### src/logic/lab_params.svh
`ifndef LAB_PARAMS_SVH
`define LAB_PARAMS_SVH

// keyboard FIFO depth, power of two
`define LAB_KBD_FIFO_DEPTH 8

// loaded when the shift register sits at zero
`define LAB_LFSR_SEED 8'h01

// active-low segments, so all ones is dark
`define LAB_SEG_BLANK 8'hff

// PS/2 key release prefix
`define LAB_BREAK_CODE 8'hf0

`endif

### src/logic/lab_pkg.sv
`default_nettype none

package lab_pkg;

    // experiment routed to leds and digits
    typedef enum logic [1:0] {
        mode_alu,
        mode_shift,
        mode_random,
        mode_keyboard
    } lab_mode_e;

    typedef enum logic [2:0] {
        op_add,
        op_sub,
        op_not,
        op_and,
        op_or,
        op_xor,
        op_less,
        op_equal
    } alu_op_e;

    typedef struct packed {
        logic [3:0] res;
        logic       zero;
        logic       ovfl;
        logic       carry;
    } alu_result_t;

    typedef struct packed {
        logic [7:0] din;
        logic [2:0] shamt;
        logic       left;
        logic       arith;
    } shift_ctrl_t;

    // data is the FIFO head
    typedef struct packed {
        logic [7:0] data;
        logic       ready;
        logic       overflow;
    } kbd_status_t;

    typedef struct packed {
        logic [7:0] digit7;
        logic [7:0] digit6;
        logic [7:0] digit5;
        logic [7:0] digit4;
        logic [7:0] digit3;
        logic [7:0] digit2;
        logic [7:0] digit1;
        logic [7:0] digit0;
    } seg_bank_t;

endpackage

`default_nettype wire

### src/logic/lab_alu.sv
`timescale 1ns/100ps
`default_nettype none

module lab_alu (
    input  wire [3:0]             a,
    input  wire [3:0]             b,
    input  wire lab_pkg::alu_op_e op,
    output lab_pkg::alu_result_t  result
);

    logic [4:0] sum;
    logic [4:0] diff;
    logic [3:0] res;
    logic       zero;
    logic       ovfl;
    logic       carry;

    // five bits wide so the top bit is carry or borrow
    assign sum  = {1'b0, a} + {1'b0, b};
    assign diff = {1'b0, a} - {1'b0, b};

    // zero decided per operation from the operands
    always_comb begin
        res   = 4'd0;
        zero  = 1'b1;
        ovfl  = 1'b0;
        carry = 1'b0;
        case (op)
            lab_pkg::op_add: begin
                res   = sum[3:0];
                zero  = (a == (4'd0 - b));
                carry = sum[4];
                ovfl  = (a[3] == b[3]) && (sum[3] != a[3]);
            end
            lab_pkg::op_sub: begin
                res   = diff[3:0];
                zero  = (a == b);
                carry = diff[4];
                // operands of opposite sign, result sign flipped
                ovfl  = (a[3] != b[3]) && (diff[3] != a[3]);
            end
            lab_pkg::op_not: begin
                res  = ~a;
                zero = (a == 4'hf);
            end
            lab_pkg::op_and: begin
                res  = a & b;
                zero = ((a & b) == 4'd0);
            end
            lab_pkg::op_or: begin
                res  = a | b;
                zero = (a == 4'd0) && (b == 4'd0);
            end
            lab_pkg::op_xor: begin
                res  = a ^ b;
                zero = (a == b);
            end
            lab_pkg::op_less: begin
                res  = {3'b000, $signed(a) < $signed(b)};
                zero = ($signed(a) >= $signed(b));
            end
            lab_pkg::op_equal: begin
                res  = {3'b000, a == b};
                zero = (a != b);
            end
            default: begin
                res  = 4'd0;
                zero = 1'b1;
            end
        endcase
    end

    assign result.res   = res;
    assign result.zero  = zero;
    assign result.ovfl  = ovfl;
    assign result.carry = carry;

    // flag must track the result on every change of the output bundle
    zero_flag_matches: assert property (
        @(result) !$isunknown(result) |-> (result.zero == (result.res == 4'd0))
    );

endmodule

`default_nettype wire

### src/logic/barrel_shifter.sv
`timescale 1ns/100ps
`default_nettype none

module barrel_shifter (
    input  wire lab_pkg::shift_ctrl_t ctrl,
    output logic [7:0]                dout
);

    logic       fill;
    logic [7:0] stage1;
    logic [7:0] stage2;
    logic [7:0] stage4;

    // sign fill only on arithmetic right shifts
    assign fill = ctrl.arith & ~ctrl.left & ctrl.din[7];

    always_comb begin
        if (!ctrl.shamt[0]) begin
            stage1 = ctrl.din;
        end else if (ctrl.left) begin
            stage1 = {ctrl.din[6:0], 1'b0};
        end else begin
            stage1 = {fill, ctrl.din[7:1]};
        end

        if (!ctrl.shamt[1]) begin
            stage2 = stage1;
        end else if (ctrl.left) begin
            stage2 = {stage1[5:0], 2'b00};
        end else begin
            stage2 = {{2{fill}}, stage1[7:2]};
        end

        if (!ctrl.shamt[2]) begin
            stage4 = stage2;
        end else if (ctrl.left) begin
            stage4 = {stage2[3:0], 4'b0000};
        end else begin
            stage4 = {{4{fill}}, stage2[7:4]};
        end
    end

    assign dout = stage4;

endmodule

`default_nettype wire

### src/logic/lfsr_random.sv
`timescale 1ns/100ps
`default_nettype none

`include "lab_params.svh"

module lfsr_random (
    input  wire        btn,
    input  wire        reset,
    input  wire        advance,
    output logic [7:0] state
);

    logic feedback;

    // taps at 4, 3, 2 and 0
    assign feedback = state[4] ^ state[3] ^ state[2] ^ state[0];

    always_ff @(posedge btn) begin
        if (reset) begin
            state <= 8'h00;
        end else if (advance) begin
            if (|state) begin
                state <= {feedback, state[7:1]};
            end else begin
                // all-zero is a lockup state
                state <= `LAB_LFSR_SEED;
            end
        end
    end

endmodule

`default_nettype wire

### src/logic/ps2_keyboard.sv
`timescale 1ns/100ps
`default_nettype none

`include "lab_params.svh"

module ps2_keyboard #(
    parameter int fifo_depth = `LAB_KBD_FIFO_DEPTH
) (
    input  wire                  btn,
    input  wire                  reset,
    input  wire                  ps2_clk,
    input  wire                  ps2_data,
    input  wire                  pop,
    output lab_pkg::kbd_status_t status
);

    localparam int ptr_w = $clog2(fifo_depth);

    logic [2:0]       clk_sync;
    logic             clk_fall;
    logic [9:0]       frame;
    logic [3:0]       bit_cnt;
    logic             frame_done;
    logic             frame_ok;
    logic [7:0]       fifo_mem [fifo_depth];
    logic [ptr_w-1:0] wr_ptr;
    logic [ptr_w-1:0] rd_ptr;
    logic [ptr_w:0]   fifo_count;
    logic             full;
    logic             do_push;
    logic             do_pop;
    logic             overflow;

    // newest sample in bit 0
    assign clk_fall = clk_sync[2] & ~clk_sync[1];

    // stop bit arrives on the eleventh edge
    assign frame_done = clk_fall && (bit_cnt == 4'd10);
    assign frame_ok   = frame_done && !frame[0] && ps2_data && (^frame[9:1]);

    // count only ever reaches fifo_depth, a power of two
    assign full    = fifo_count[ptr_w];
    assign do_push = frame_ok && !full;
    assign do_pop  = pop && (fifo_count != '0);

    always_ff @(posedge btn) begin
        if (reset) begin
            clk_sync <= 3'b111;
            bit_cnt  <= 4'd0;
        end else begin
            clk_sync <= {clk_sync[1:0], ps2_clk};
            if (frame_done) begin
                bit_cnt <= 4'd0;
            end else if (clk_fall) begin
                bit_cnt <= bit_cnt + 4'd1;
            end
        end
    end

    // start, data lsb first, parity
    always_ff @(posedge btn) begin
        if (clk_fall && (bit_cnt != 4'd10)) begin
            frame <= {ps2_data, frame[9:1]};
        end
    end

    always_ff @(posedge btn) begin
        if (do_push) begin
            fifo_mem[wr_ptr] <= frame[8:1];
        end
    end

    always_ff @(posedge btn) begin
        if (reset) begin
            wr_ptr     <= '0;
            rd_ptr     <= '0;
            fifo_count <= '0;
            overflow   <= 1'b0;
        end else begin
            if (do_push) begin
                wr_ptr <= wr_ptr + 1'b1;
            end
            if (do_pop) begin
                rd_ptr <= rd_ptr + 1'b1;
            end
            case ({do_push, do_pop})
                2'b10:   fifo_count <= fifo_count + 1'b1;
                2'b01:   fifo_count <= fifo_count - 1'b1;
                default: fifo_count <= fifo_count;
            endcase
            // sticky until reset
            if (frame_ok && full) begin
                overflow <= 1'b1;
            end
        end
    end

    assign status.data     = fifo_mem[rd_ptr];
    assign status.ready    = (fifo_count != '0);
    assign status.overflow = overflow;

    fifo_count_bounded: assert property (
        @(posedge btn) disable iff (reset) fifo_count <= fifo_depth
    );

    empty_pop_holds_rd_ptr: assert property (
        @(posedge btn) disable iff (reset) (pop && (fifo_count == '0)) |=> $stable(rd_ptr)
    );

endmodule

`default_nettype wire

### src/logic/seg_decoder.sv
`timescale 1ns/100ps
`default_nettype none

`include "lab_params.svh"

module seg_decoder (
    input  wire [3:0]  num,
    input  wire        blank,
    output logic [7:0] led
);

    logic [7:0] pattern;

    // bits are a..g then dp, low lights the segment
    always_comb begin
        case (num)
            4'h0:    pattern = 8'b00000011;
            4'h1:    pattern = 8'b10011111;
            4'h2:    pattern = 8'b00100101;
            4'h3:    pattern = 8'b00001101;
            4'h4:    pattern = 8'b10011001;
            4'h5:    pattern = 8'b01001001;
            4'h6:    pattern = 8'b01000001;
            4'h7:    pattern = 8'b00011111;
            4'h8:    pattern = 8'b00000001;
            4'h9:    pattern = 8'b00001001;
            4'ha:    pattern = 8'b00010001;
            4'hb:    pattern = 8'b11000001;
            4'hc:    pattern = 8'b01100011;
            4'hd:    pattern = 8'b10000101;
            4'he:    pattern = 8'b01100001;
            default: pattern = 8'b01110001;
        endcase
    end

    assign led = blank ? `LAB_SEG_BLANK : pattern;

endmodule

`default_nettype wire

### src/logic/lab_board.sv
`timescale 1ns/100ps
`default_nettype none

`include "lab_params.svh"

module lab_board (
    input  wire                    btn,
    input  wire                    reset,
    input  wire [15:0]             sw,
    input  wire lab_pkg::lab_mode_e mode,
    input  wire                    step,
    input  wire                    ps2_clk,
    input  wire                    ps2_data,
    output logic [15:0]            ledr,
    output lab_pkg::seg_bank_t     seg
);

    lab_pkg::alu_result_t  alu_res;
    lab_pkg::shift_ctrl_t  shift_ctrl;
    lab_pkg::kbd_status_t  kbd_status;
    logic [7:0]            shift_out;
    logic [7:0]            rand_state;
    logic                  step_q;
    logic                  step_pulse;
    logic                  kbd_pop;
    logic [7:0]            release_cnt;
    logic [15:0]           ledr_next;
    logic [7:0][3:0]       digit_num;
    logic [7:0]            digit_blank;
    logic [7:0][7:0]       digit_led;

    assign shift_ctrl = '{din: sw[7:0], shamt: sw[15:13], left: sw[12], arith: sw[11]};

    lab_alu i_lab_alu (
        .a      (sw[3:0]),
        .b      (sw[7:4]),
        .op     (lab_pkg::alu_op_e'(sw[10:8])),
        .result (alu_res)
    );

    barrel_shifter i_barrel_shifter (
        .ctrl (shift_ctrl),
        .dout (shift_out)
    );

    // rising edge of the button level
    assign step_pulse = step & ~step_q;
    assign kbd_pop    = step_pulse && (mode == lab_pkg::mode_keyboard);

    lfsr_random i_lfsr_random (
        .btn     (btn),
        .reset   (reset),
        .advance (step_pulse),
        .state   (rand_state)
    );

    ps2_keyboard #(
        .fifo_depth (`LAB_KBD_FIFO_DEPTH)
    ) i_ps2_keyboard (
        .btn      (btn),
        .reset    (reset),
        .ps2_clk  (ps2_clk),
        .ps2_data (ps2_data),
        .pop      (kbd_pop),
        .status   (kbd_status)
    );

    always_ff @(posedge btn) begin
        if (reset) begin
            step_q      <= 1'b0;
            release_cnt <= 8'd0;
        end else begin
            step_q <= step;
            // count release prefixes as they leave the FIFO
            if (kbd_pop && kbd_status.ready && (kbd_status.data == `LAB_BREAK_CODE)) begin
                release_cnt <= release_cnt + 8'd1;
            end
        end
    end

    always_comb begin
        ledr_next   = 16'd0;
        digit_num   = '0;
        digit_blank = 8'hff;
        case (mode)
            lab_pkg::mode_alu: begin
                ledr_next      = {9'd0, alu_res.carry, alu_res.ovfl, alu_res.zero, alu_res.res};
                digit_num[0]   = alu_res.res;
                digit_blank[0] = 1'b0;
            end
            lab_pkg::mode_shift: begin
                ledr_next        = {8'd0, shift_out};
                digit_num[1:0]   = shift_out;
                digit_blank[1:0] = 2'b00;
            end
            lab_pkg::mode_random: begin
                ledr_next        = {8'd0, rand_state};
                digit_num[1:0]   = rand_state;
                digit_blank[1:0] = 2'b00;
            end
            default: begin
                ledr_next        = {6'd0, kbd_status.overflow, kbd_status.ready, kbd_status.data};
                digit_num[1:0]   = kbd_status.data;
                digit_num[7:6]   = release_cnt;
                digit_blank[1:0] = 2'b00;
                digit_blank[7:6] = 2'b00;
            end
        endcase
    end

    for (genvar i = 0; i < 8; i++) begin : g_digit
        seg_decoder i_seg_decoder (
            .num   (digit_num[i]),
            .blank (digit_blank[i]),
            .led   (digit_led[i])
        );
    end

    // one cycle of output latency
    always_ff @(posedge btn) begin
        if (reset) begin
            ledr <= 16'd0;
            seg  <= {8{`LAB_SEG_BLANK}};
        end else begin
            ledr <= ledr_next;
            seg  <= lab_pkg::seg_bank_t'(digit_led);
        end
    end

endmodule

`default_nettype wire

### config.mk
export PLATFORM = sky130hd
export DESIGN_NAME = lab_board
export DESIGN_NICKNAME = d
export VERILOG_FILES = /design/src/logic/lab_pkg.sv /design/src/logic/lab_alu.sv /design/src/logic/barrel_shifter.sv /design/src/logic/lfsr_random.sv /design/src/logic/ps2_keyboard.sv /design/src/logic/seg_decoder.sv /design/src/logic/lab_board.sv
export VERILOG_INCLUDE_DIRS = /design/src /design/src/logic
export SDC_FILE = /design/constraint.sdc
export NUM_CORES = 1
export LEC_CHECK = 0
export BUFFER_PORTS_ARGS = -buffer_cell sky130_fd_sc_hd__buf_2
export CAP_MARGIN = 0
export CORE_UTILIZATION = 41
export DETAILED_ROUTE_END_ITERATION = 6
export GPL_ROUTABILITY_DRIVEN = 0
export HOLD_SLACK_MARGIN = 0.12
export PLACE_DENSITY = 0.56
export SYNTH_ARGS = -nofsm -noshare
export SYNTH_HDL_FRONTEND = slang
export SYNTH_HIERARCHICAL = 1
export SYNTH_SLANG_ARGS = --single-unit
### constraint.sdc
create_clock -name btn -period 5.8 [get_ports btn]
set_input_delay 1.74 -clock btn [delete_from_list [all_inputs] [get_ports btn]]
set_output_delay 1.74 -clock btn [all_outputs]
set_load 0.02 [all_outputs]
[Yosys cells after proc, flatten, opt, wreduce, memory -nomap -nowiden]
Memory sizes are Yosys's and may differ from the RTL's. A register that Yosys moved wholly into a read port is not among the register bits.
Index checks and enable logic that the tools add are counted.
Word-level totals
  flip-flop bits (word level): 125
  memory bits (writable): 64
  memory bits (read-only): 448
  input port bits: 23
  logic and storage cells: 124
  memories kept: 5
Memories
  (name not given): words 16, bits a word 7, read ports 1, clocked after memory_dff 1, write ports 0, line seg_decoder.sv:16  | case (num)
  (name not given): words 16, bits a word 7, read ports 1, clocked after memory_dff 1, write ports 0, line seg_decoder.sv:16
  (name not given): words 16, bits a word 7, read ports 1, clocked after memory_dff 1, write ports 0, line seg_decoder.sv:16
  (name not given): words 16, bits a word 7, read ports 1, clocked after memory_dff 1, write ports 0, line seg_decoder.sv:16
  i_ps2_keyboard.fifo_mem: words 8, bits a word 8, read ports 1, clocked after memory_dff 1, write ports 1, line ps2_keyboard.sv:25  | logic [7:0] fifo_mem [fifo_depth];
Cells by class
  $add $sub $neg: 9
  order comparisons: 2
  equal/unequal tests: 23
  mux-type cells: 22
  bitwise logic cells: 14
  reduce and logical (&&, ||, !) cells: 30
Operator list (number)
  two-way mux 8 bit: 8
  case mux 4 bit (8 select lines): 1
  case mux 10 bit (3 select lines): 1
  case mux 4 bit (3 select lines): 2
  logical AND 1 bit: 13
  == test 3 bit, second input constant: 4
  zero test 4 bit: 3
  OR reduction 2 bit: 5
  parity 9 bit: 1
  adder 4 x 1 -> 4 bit, second input constant: 2
  adder 8 x 1 -> 8 bit, second input constant: 1
  == test 4 bit: 2
  == test 4 bit, second input constant: 2
  == test 8 bit, second input constant: 1
  case mux 4 bit (2 select lines): 1
  OR reduction 8 bit: 1
  case mux 1 bit (7 select lines): 1
  adder 3 x 1 -> 3 bit, second input constant: 2
  == test 2 bit, second input constant: 3
  == test 3 x 2 -> 1 bit, second input constant: 2
  two-way mux 3 bit: 2
  adder 4 x 4 -> 5 bit: 1
  subtractor 4 x 4 -> 5 bit: 1
  bitwise AND 1 bit: 4
  other kinds (25): 36

[Longest topological paths before layout]
Gate-level depths: netlist (run 1).
  depth in word-level cells: 10
  gate-level depth with buffers: 14
  gate-level depth less buffers: 14

[By module]
Netlist (run 1), hierarchy kept.
By module, submodules not included
  ps2_keyboard: instances 1, cells an instance 217, area an instance 3827.4 sq um, seq. area each 2642.5 sq um
  lab_board: instances 1, cells an instance 254, area an instance 2793.9 sq um, seq. area each 1661.6 sq um
  seg_decoder: instances 8, cells an instance 38, area an instance 305.3 sq um, seq. area each 0.0 sq um
  lab_alu: instances 1, cells an instance 119, area an instance 888.4 sq um, seq. area each 0.0 sq um
  barrel_shifter: instances 1, cells an instance 85, area an instance 539.3 sq um, seq. area each 0.0 sq um
  lfsr_random: instances 1, cells an instance 32, area an instance 332.8 sq um, seq. area each 160.2 sq um

[Worst setup path after synthesis (run 1)]
OpenSTA, ideal clock, no wires.
  path type: in2reg
  from: in sw[0]
  to: reg, netlist name seg[6]
  data arrival time: 4908 ps
  required time: 5677 ps
  path slack: 769 ps
  stages on the path: 13
  cell sequence: inv_1 -> ha_1 -> fa_1 -> o21ba_2 -> a21oi_1 -> mux2i_1 -> a211o_2 -> mux4_1 -> inv_1 -> ha_1 -> or2_1 -> a311o_1 -> or2_2
RTL lines
  start: declaration: line lab_board.sv:9  | input wire [15:0] sw,

==> run metrics, run 1 <==
status=complete, no violations; Port Buffers=96; layout cell share with drive strength beyond 1=22.6%; Fmax=200 MHz; detail-routed via count per cell=4.89; die area=0.0271 mm^2; Rows=59; initial DRC count=557; Worst Reg2Reg Path Length in Cells=9; cell taking the most area after synthesis=dfxtp_1; Slew HR=24.8%; Tightest Pin Transition=1.12 ns; net count reported at finish=1288; critical path capture point type=flip-flop; post-cts resize count=0; largest net degree at the start of global routing=74; Core Area=0.0260 mm^2; CP Class=in -> reg; Mean Syn Cell Area=10.7 um^2; die width=164 um; Required @ worst endpoint=6.12 ns; Clk Latency, worst-skew pair=0.44 ns; synth unique cells=89; total CTS buffers=17; I/O pin total=103; Yosys Warn Count=6; post-synthesis sequential area ratio=41.2%; area of the multi-input gates=0.00614 mm^2; critical path endpoint=seg[6]; final-report setup violation count=0; Die Ht=164 um; final hold vios=0; Post-DP HPWL=15.7 mm; clk buf depth=2; Layout Area Growth over Synthesis=14.4%; worst hold slack=0.419 ns; Mapped Cells=1011; clock skew=0.0171 ns; Cell Pwr Density=237 mW/mm^2; global route overflow=0; worst vdd ir=0.168 mV; filler cell count=2459; crit start category=input pin; Reg2Reg Setup Slack=1.82 ns; EDFF count, synth=74; clock root buffer=clkbuf_16; max-slew violation count=0; FF+latch area=0.00446 mm^2; initial antenna violation count=0; # Post-CTS Setup Buffers=0; unrepaired setup endpoints after global routing=false; final period utilization=86.1%; Synth area leaders=dfxtp_1, edfxtp_1, ha_1, mux4_2, or2_2; clock-pin slew of the registers on the worst-case setup and hold paths=0.07 ns; minimum clock period=5.00 ns; Max Cap Violations=0; vias in the first global route=6914; Post-Route WL=22.1 mm; Ant. Diodes=0; top cell type's share of synthesized area=20.7%; Post-synth top flop=dfxtp_1; TritonCTS clock tree=yes; hold crit path type=reg -> reg; first-pass GRT wire length=35.9 mm; LEAKAGE=4.92 nW; wire per inst=14.4 um; CP Launch Point=sw[1]; Num Clock Sinks=186; Starting Density=41.7%; H-tree depth=4; vias=7507; Total GRT Usage=17.0%; critical path peak fanout=11; Post-CTS Hold Buffers=0; FFs w/ async S/R, synth=0%; Reg2Reg Capture Point=seg[6]; Seq cells post-synth=186; critical path data arrival time=5.32 ns; DRT Pass-1 Iters=5; DR DRC count=0; synthesized cell area=0.0108 mm^2; TNS Setup=0 ns; antenna-violating nets left=0
layout by cell type, fill, tap and decap left out, drive strengths merged, types with 7 or more instances in the layout:
| cell | n |
|---|---|
| a211o | 18 |
| or2 | 76 |
| or3 | 7 |
| o311ai | 8 |
| a21oi | 26 |
| dfxtp | 112 |
| clkbuf | 17 |
| edfxtp | 74 |
| and3 | 18 |
| nor2b | 20 |
| nand2b | 29 |
| nor3 | 27 |
| inv | 64 |
| xor2 | 10 |
| ha | 77 |
| mux4 | 22 |
| a32oi | 16 |
| mux2 | 29 |
| nand3b | 11 |
| o221ai | 12 |
| nand2 | 45 |
| o21ai | 19 |
| xnor2 | 14 |
| nand3 | 12 |
| buf | 109 |
| nor2 | 51 |
| a311o | 8 |
| mux2i | 39 |
| conb | 128 |
sequential cells by signal (all words and copies together) (netlist names), named ones only:
register	flops
seg	64
i_ps2_keyboard/fifo_mem	64
i_ps2_keyboard/overflow	1
i_ps2_keyboard/fifo_count	4
i_ps2_keyboard/clk_sync	3
i_ps2_keyboard/frame	10
i_lfsr_random/state	8
i_ps2_keyboard/wr_ptr	3
i_ps2_keyboard/rd_ptr	3
i_ps2_keyboard/bit_cnt	4
step_q	1
ledr	10
release_cnt	8
layer usage:
layer	global-route usage [%]	routed length [um]	vias to the layer above
met1	23.9	11000	3485
met2	27.0	10000	145
met5	0	0	-
met3	2.79	877	18
li1	-	-	3859
met4	4.50	268	0
logic make-up (layout without fill, tap and decap cells):
| family | after synthesis | after routing | share of synthesized area [%] |
|---|---|---|---|
| buffers and inverters | 128 | 198 | 6.17 |
| XOR/XNOR | 25 | 25 | 2.40 |
| other | 10 | 128 | 0.347 |
| AO/OA/AOI/OAI | 164 | 164 | 11.7 |
| multiplexers | 90 | 90 | 11.3 |
| flip-flops | 186 | 186 | 41.2 |
| adder cells (fa/ha/maj) | 79 | 79 | 9.27 |
| AND/OR/NAND/NOR | 329 | 329 | 17.6 |
layout make-up:
cell class | count | area share, %
Clock inverter | 15 | 1.04
Sequential cell | 186 | 36.1
Clock buffer | 17 | 3.44
Inverter | 57 | 1.75
Tap cell | 335 | 3.39
Multi-Input combinational cell | 815 | 49.6
Timing Repair Buffer | 109 | 4.69
critical path, stage by stage:
cell and delay [ns]:
buf_2 0.21, inv_1 0.18, fa_1 0.48, o21ba_2 0.23, a21oi_1 0.17, mux2i_1 0.11, a211o_2 0.31, mux4_1 0.61
inv_1 0.18, ha_1 0.24, or2_1 0.24, a311o_1 0.35, or2_2 0.26
how the worst min path moves through the flow:
stage | start | to | slack [ns] | cells past startpoint
2_1_floorplan | i_ps2_keyboard/clk_sync[0] | i_ps2_keyboard/clk_sync[1] | 0.39 | 1
3_3_place_gp | i_ps2_keyboard/clk_sync[0] | i_ps2_keyboard/clk_sync[1] | 0.41 | 1
5_1_grt | i_ps2_keyboard/clk_sync[0] | i_ps2_keyboard/clk_sync[1] | 0.45 | 1
3_5_place_dp | i_ps2_keyboard/clk_sync[0] | i_ps2_keyboard/clk_sync[1] | 0.41 | 1
4_1_cts | i_ps2_keyboard/clk_sync[0] | i_ps2_keyboard/clk_sync[1] | 0.42 | 1
6_report | i_ps2_keyboard/clk_sync[0] | i_ps2_keyboard/clk_sync[1] | 0.42 | 1
power breakdown:
part           switching, mW  total, mW  internal, mW
Clock                  0.553       1.12         0.565
Sequential            0.0145       1.40          1.39
Combinational          0.248      0.417         0.170
Yosys cell counts, types with 4 or more instances:
master / number
ha_1: 77
and3_1: 18
or2_2: 68
o32ai_1: 4
nand2_1: 45
inv_1: 52
buf_2: 13
buf_1: 5
a21oi_1: 25
nor4_1: 5
edfxtp_1: 74
a211o_1: 17
o21ai_0: 15
mux2_1: 18
or4_1: 5
o311ai_1: 8
mux2i_1: 39
or3_1: 7
mux4_2: 19
a311o_1: 8
xnor2_1: 12
nor2_1: 51
clkbuf_1: 19
nand3b_1: 11
dfxtp_1: 112
buf_6: 11
a31oi_1: 4
a311oi_1: 4
a32oi_1: 16
conb_1: 10
nor2b_1: 20
nor4b_2: 4
o31ai_1: 5
xor2_1: 10
buf_4: 23
o211ai_1: 6
or2_1: 8
nand3_1: 12
nor3_1: 26
nand2b_1: 29
mux2_2: 11
o221ai_1: 11
through the flow:
step                      worst slack [ns]  cells  power (mW)  instance area [um^2]  util, %
after floorplan                      0.769   1129        1.76                 11300        -
after global placement               0.415   1502        1.84                 11800     45.5
after detailed placement             0.367   1502        1.84                 11800     45.5
after CTS                            0.827   1534        2.96                 12400     47.6
after global routing                 0.622   1534        3.07                 12400     47.6
final                                0.804   1534        2.94                 12400     47.6
Power figures use the tool's default switching activity.
==> inputs of run 2 (changes only) <==
--- a/config.mk
+++ b/config.mk
@@ -6,6 +6,7 @@
 export SDC_FILE = /design/constraint.sdc
 export NUM_CORES = 1
 export LEC_CHECK = 0
+export ABC_AREA = 1
 export BUFFER_PORTS_ARGS = -buffer_cell sky130_fd_sc_hd__buf_2
 export CAP_MARGIN = 0
 export CORE_UTILIZATION = 41
==> run metrics, run 2 <==
# placed instances=1867 (+24%); net count reported at finish=1653 (+28%); Final Cell Area=0.0124 mm^2 (+0.16%); Post-CTS Hold Buffers=0 (unchanged); Reg2Reg Setup Slack=2.27 ns (+0.45 ns); vias in the first global route=8441 (+22%); final hold vios=0 (unchanged); switching power total=0.838 mW (+2.9%); most instantiated library cell after synthesis=nand2_1; post-cts resize count=0 (unchanged); top post-synthesis cells by count=nand2_1, nand3_1, inv_1, nor2_1, dfxtp_1; Final WS setup=1.72 ns (+0.911 ns); wire per inst=12.3 um (-15%); die width=166 um (+0.97%); clock-pin slew of the registers on the worst-case setup and hold paths=0.07 ns (about the same); worst vdd ir=0.145 mV (-14%); most common cell after layout, fill and taps aside=nand2_1; critical path peak fanout=7 (-4); vias=9079 (+21%); Cell Pwr Density=241 mW/mm^2 (+1.6%); final core occ=47.3% (-0.33 points); Post-synth top flop=dfxtp_1; Pint=2.15 mW (+1.3%); initial antenna violation count=0 (unchanged); unrepaired setup endpoints after global routing=false; DRT Pass-1 Iters=7 (+2); Required @ worst endpoint=6.11 ns (about the same); first-pass GRT wire length=39.5 mm (+10%); biggest regs=i_ps2_keyboard/fifo_mem (64), seg (64); failing checks=DRC; global route overflow=0 (unchanged); FFs w/ async S/R, synth=0% (unchanged); Max Cap Violations=0 (unchanged); top cell type's share of synthesized area=20.3% (-0.40 points); Starting Density=42.1% (+0.46 points); Num Clock Sinks=186 (unchanged); Reg power frac=47.0% (-0.7 points); post-route insts no fill=1899 (+24%); # Post-CTS Setup Buffers=0 (unchanged); final-report setup violation count=0 (unchanged); Clk Latency, worst-skew pair=0.43 ns (about the same); synth unique cells=46 (-48%); clock skew=0.0136 ns (-0.00347 ns); Port Buffers=96 (unchanged); Ant. Diodes=0 (unchanged); Core Area=0.0262 mm^2 (+0.85%); H-tree depth=4 (unchanged); TritonCTS clock tree=yes; metal2 WL=10.8 mm (+7.1%); antenna-violating nets left=0 (unchanged); post-synthesis sequential area ratio=40.4% (-0.80 points); Clk pwr share=39.5% (+1.5 points); final period utilization=70.4% (-16 points); detail-routed via count per cell=4.78 (-2.3%); power share of the combinational group=13.5% (-0.7 points); pre-CTS setup slack=1.30 ns (+0.929 ns); clk buf depth=2 (unchanged); synthesized cell area=0.0110 mm^2 (+2.0%); critical path capture point type=flip-flop; critical path data arrival time=4.39 ns (-0.93 ns); wire length on met1=11.5 mm (+4.9%); max-slew violation count=0 (unchanged); TNS Setup=0 ns (unchanged); Rows=59 (unchanged); layout cell share with drive strength beyond 1=17.5% (-5.1 points); uppermost layer routed=met4; Post-DP HPWL=16.9 mm (+7.4%); CP Class=in -> reg; Layout Area Growth over Synthesis=12.3%; Slew HR=38.7% (+14 points); total CTS buffers=17 (unchanged); most frequent cells in the layout=nand2_1, nand3_1, inv_1; placed inst area=0.0118 mm^2 (-0.19%); crit start category=input pin; LEAKAGE=5.48 nW (+11%); minimum clock period=4.08 ns (-0.911 ns); Switching Fraction=28.1% (+0.32 points); Seq cells post-synth=186 (unchanged); die area=0.0276 mm^2 (+2.0%); Tightest Pin Transition=0.914 ns (-0.207 ns); DR DRC count=15 (+15); Total GRT Usage=17.3% (+0.27 points); clock root buffer=clkbuf_16; EDFF count, synth=74 (unchanged); metal3 WL=795 um (-9.4%); initial DRC count=600 (+7.7%); status=complete, but fails checks; cell taking the most area after synthesis=dfxtp_1; Synth area leaders=dfxtp_1, edfxtp_1, nand2_1, ha_1, nand3_1; hold crit path type=reg -> reg; Post-Route WL=23.3 mm (+5.1%); Fmax=245 MHz (+22%); Yosys Warn Count=6 (unchanged); Mapped Cells=1423 (+41%); Mean Syn Cell Area=7.76 um^2 (-28%); Die Ht=166 um (+0.97%); largest net degree at the start of global routing=58 (-22%); I/O pin total=103 (unchanged)
## run 2: cell types whose count changed after synthesis, moves of 30 or more
cell     before  now
o21ai_0      15   45
nor2_1       51  135
nand3_1      12  187
mux2i_1      39    0
nand2_1      45  312
inv_1        52  150
## run 2: critical path, stage by stage
cell and delay [ns]:
buf_2 0.16, inv_1 0.11, ha_1 0.24, fa_1 0.38
inv_1 0.08, nand2_2 0.07, nand2_1 0.06, nand2_1 0.06
nand3_1 0.08, nand4_1 0.10, nand2_1 0.09, nand4_1 0.25
inv_1 0.25, ha_1 0.27, nand3_1 0.09, nand3_1 0.10
or2_2 0.27
## run 2: cells by family (layout without fill, tap and decap cells)
family                     after synthesis  after routing  synth area share [%]
other                                   10             75                 0.340
DFF                                    186            186                  40.4
and+or+nand+nor                        772            772                  32.1
AOI/OAI and AO/OA                      133            133                  7.06
buffers and inverters                  230            306                  9.92
adders and majority gates               79             79                  9.09
xor gates and xnor gates                13             13                  1.03
## run 2: layout make-up
cell class,count,area (um^2)
inverter,169,638
timing repair buffer,105,548
clock inverter,14,168
fill,2584,13800
tap,335,419
sequential,186,4460
clock buffer,18,429
multi-input combinational,1072,5730
## run 2: worst paths after layout
kind                                            startpoint                          to  depth (start not counted)
worst min register to register  i_ps2_keyboard/clk_sync[0]  i_ps2_keyboard/clk_sync[1]                          1
worst max-delay path                                 sw[0]                      seg[6]                         17
worst max register to register                   flip-flop                      seg[4]                         14
worst min-delay path            i_ps2_keyboard/clk_sync[0]  i_ps2_keyboard/clk_sync[1]                          1
## run 2: through the flow
step | hold WS (ns) | total power, mW
3_5_place_dp | 0.400 | 1.82
5_1_grt | 0.425 | 3.14
3_3_place_gp | 0.393 | 1.82
6_report | 0.414 | 2.99
2_1_floorplan | 0.389 | 1.75
4_1_cts | 0.418 | 3.01
## run 2: power groups by stage
stage	sequential [mW]	combinational, mW	clock (mW)
finish	1.40	0.403	1.18
global route	1.41	0.457	1.27
CTS	1.40	0.391	1.21
detailed placement	1.43	0.389	0
global placement	1.43	0.389	0
floorplan	1.47	0.282	0
## run 2: routing by layer
layer,global-route usage (%),vias up
met2,29.0,186
li1,-,4767
met4,4.67,0
met5,0,-
met1,22.8,4106
met3,3.00,20
==> inputs of run 3 (changes only) <==
--- a/config.mk
+++ b/config.mk
@@ -13,7 +13,7 @@
 export DETAILED_ROUTE_END_ITERATION = 6
 export GPL_ROUTABILITY_DRIVEN = 0
 export HOLD_SLACK_MARGIN = 0.12
-export PLACE_DENSITY = 0.56
+export PLACE_DENSITY = 0.58
 export SYNTH_ARGS = -nofsm -noshare
 export SYNTH_HDL_FRONTEND = slang
 export SYNTH_HIERARCHICAL = 1
==> constraint.sdc (replaced) <==
create_clock -name btn -period 3.3 [get_ports btn]
set_input_delay 0.99 -clock btn [delete_from_list [all_inputs] [get_ports btn]]
set_output_delay 0.99 -clock btn [all_outputs]
set_load 0.02 [all_outputs]
==> run metrics, run 3 (same netlist as run 2, synthesis figures left out) <==
status=complete, but fails checks; failing checks=DRC; Tightest Pin Transition=0.798 ns (-0.116 ns); worst vdd ir=0.273 mV (+88%); Ant. Diodes=0 (unchanged); largest net degree at the start of global routing=73 (+26%); hold crit path type=reg -> reg; Final WS setup=0.263 ns (-1.45 ns); Reg power frac=46.5% (-0.5 points); CP Launch Point=sw[0]; DRT Pass-1 Iters=7 (unchanged); most common cell after layout, fill and taps aside=nand2_1; Layout Area Growth over Synthesis=17.2%; CP Buf/Inv Count=4 (unchanged); pre-CTS setup slack=-0.172 ns (-1.47 ns); detail-routed via count per cell=4.68 (-2.1%); clock skew=0.0158 ns (+0.00215 ns); Reg2Reg Capture Point=seg[4]; post-cts resize count=0 (unchanged); I/O pin total=103 (unchanged); first-pass GRT wire length=40.2 mm (+1.6%); Port Buffers=96 (unchanged); antenna-violating nets left=0 (unchanged); Starting Density=42.1% (unchanged); power share of the combinational group=14.7% (+1.2 points); Worst Reg2Reg Path Length in Cells=14 (unchanged); # Post-CTS Setup Buffers=0 (unchanged); Total GRT Usage=17.4% (+0.17 points); final hold vios=0 (unchanged); CP cell instances=buf_2, inv_1, ha_1, fa_1, inv_1, nand2_2, nand2_1, nand2_1, nand3_1, nand4_1, nand2_1, nand4_1, inv_1, ha_1, nand3_1, nand3_1, or2_2; Clk pwr share=38.8% (-0.7 points); final core occ=49.4% (+2.0 points); Switching Fraction=28.0% (-0.11 points); Worst path depth=17 (unchanged); clock root buffer=clkbuf_16; initial antenna violation count=0 (unchanged); FF+latch area=0.00446 mm^2 (unchanged); crit start category=input pin; filler cell count=2570 (-0.54%); critical path endpoint=seg[6]; max-slew violation count=0 (unchanged); Pint=3.83 mW (+78%); area of the multi-input gates=0.00572 mm^2 (-0.17%); global route overflow=0 (unchanged); Core Area=0.0262 mm^2 (unchanged); CP top delay family=simple AND/OR/NAND/NOR gates; net count reported at finish=1720 (+4.1%); DR DRC count=8 (-7); initial DRC count=610 (+1.7%); Die Ht=166 um (unchanged); Clk Latency, worst-skew pair=0.44 ns (about the same); Post-CTS Hold Buffers=0 (unchanged); most frequent cells in the layout=nand2_1, nand3_1, inv_1; vias in the first global route=8728 (+3.4%); critical path capture point type=flip-flop; switching power total=1.49 mW (+77%); Slew HR=46.6% (+7.9 points); minimum clock period=3.04 ns; Reg2Reg Setup Slack=0.49 ns (-1.78 ns); unrepaired setup endpoints after global routing=false; Max Cap Violations=0 (unchanged); final-report setup violation count=0 (unchanged); die area=0.0276 mm^2 (unchanged); clock-pin slew of the registers on the worst-case setup and hold paths=0.08 ns (about the same); critical path data arrival time=3.35 ns (-1.04 ns); total CTS buffers=17 (unchanged); CP Class=in -> reg; Post-DP HPWL=17.5 mm (+3.9%); H-tree depth=4 (unchanged); max incr delay on CP=0.40 ns (+0.02 ns); Power Total=5.31 mW (+78%); final period utilization=92.0%; Required @ worst endpoint=3.61 ns (-2.50 ns); Num Clock Sinks=186 (unchanged); Fmax=329 MHz; critical path peak fanout=5 (-2); Cell Pwr Density=411 mW/mm^2 (+70%); vias=9204 (+1.4%); LEAKAGE=5.81 nW (+6.0%); wire per inst=11.8 um (-3.3%); TritonCTS clock tree=yes; Post-Route WL=23.3 mm (about the same); die width=166 um (unchanged); biggest regs=i_ps2_keyboard/fifo_mem (64), seg (64); Rows=59 (unchanged); clk buf depth=2 (unchanged); Slowest-stage cell, CP=fa_1; layout cell share with drive strength beyond 1=20.8% (+3.3 points)
==> run 3: cell types whose count changed in the layout (fill, tap and decap cells not counted) <==
cell / before / now
buf_4: 9 / 73
buf_12: 0 / 3
clkinvlp_4: 0 / 2
inv_8: 8 / 6
nor3_1: 11 / 13
nor3_2: 2 / 0
clkbuf_1: 1 / 0
clkinv_4: 1 / 2
clkinv_8: 1 / 2
inv_6: 2 / 1
==> run 3: final cells by class <==
type                    instances  area share, %
multi-input cells            1072           44.2
clock buffers                  17           3.29
flip-flops and latches        186           34.5
repair buffers                172           8.42
well taps                     335           3.24
clock inverters                15           1.36
inverters                     169           4.93
==> run 3: power by group through the flow <==
stage               clock [mW]  combinational [mW]  sequential [mW]
floorplan                    0               0.496             2.59
CTS                       2.13               0.759             2.47
global placement             0               0.753             2.52
finish                    2.06               0.780             2.47
detailed placement           0               0.757             2.52
global route              2.21               0.880             2.48
==> run 3: routing by layer <==
metal	wire, um	global-route usage, %	vias to the layer above
met2	10700	29.8	142
met4	271	4.79	0
met1	11600	22.8	4141
met3	739	2.79	22
met5	0	0	-
li1	-	-	4899
==> run 3: how the worst min path moves through the flow <==
stage | slack, ns | cells after the start | endpoint | from
floorplan | 0.39 | 1 | i_ps2_keyboard/clk_sync[1] | i_ps2_keyboard/clk_sync[0]
global placement | 0.39 | 1 | i_ps2_keyboard/clk_sync[1] | i_ps2_keyboard/clk_sync[0]
detailed placement | 0.40 | 1 | i_ps2_keyboard/clk_sync[1] | i_ps2_keyboard/clk_sync[0]
CTS | 0.42 | 1 | i_ps2_keyboard/clk_sync[1] | i_ps2_keyboard/clk_sync[0]
global route | 0.42 | 1 | i_ps2_keyboard/clk_sync[1] | i_ps2_keyboard/clk_sync[0]
finish | 0.41 | 1 | i_ps2_keyboard/clk_sync[1] | i_ps2_keyboard/clk_sync[0]
==> run 3: through the flow <==
stage	hold slack, ns	TNS [ns]	cells	cell area (um^2)
floorplan	0.389	0	1488	11300
detailed placement	0.400	-1.01	1934	12300
global placement	0.394	-0.934	1934	12300
global route	0.423	0	1966	12900
CTS	0.419	0	1966	12900
finish	0.414	0	1966	12900
==> run 3: worst register-to-register path: cells and delay by family (launching register included) <==
kind / cells / cell delay, ns
AND/OR/NAND/NOR: 8 / 0.86
flip-flops: 1 / 0.31
adder cells (fa/ha/maj): 1 / 0.32
buffers and inverters: 3 / 0.71
AO/OA/AOI/OAI: 2 / 0.49
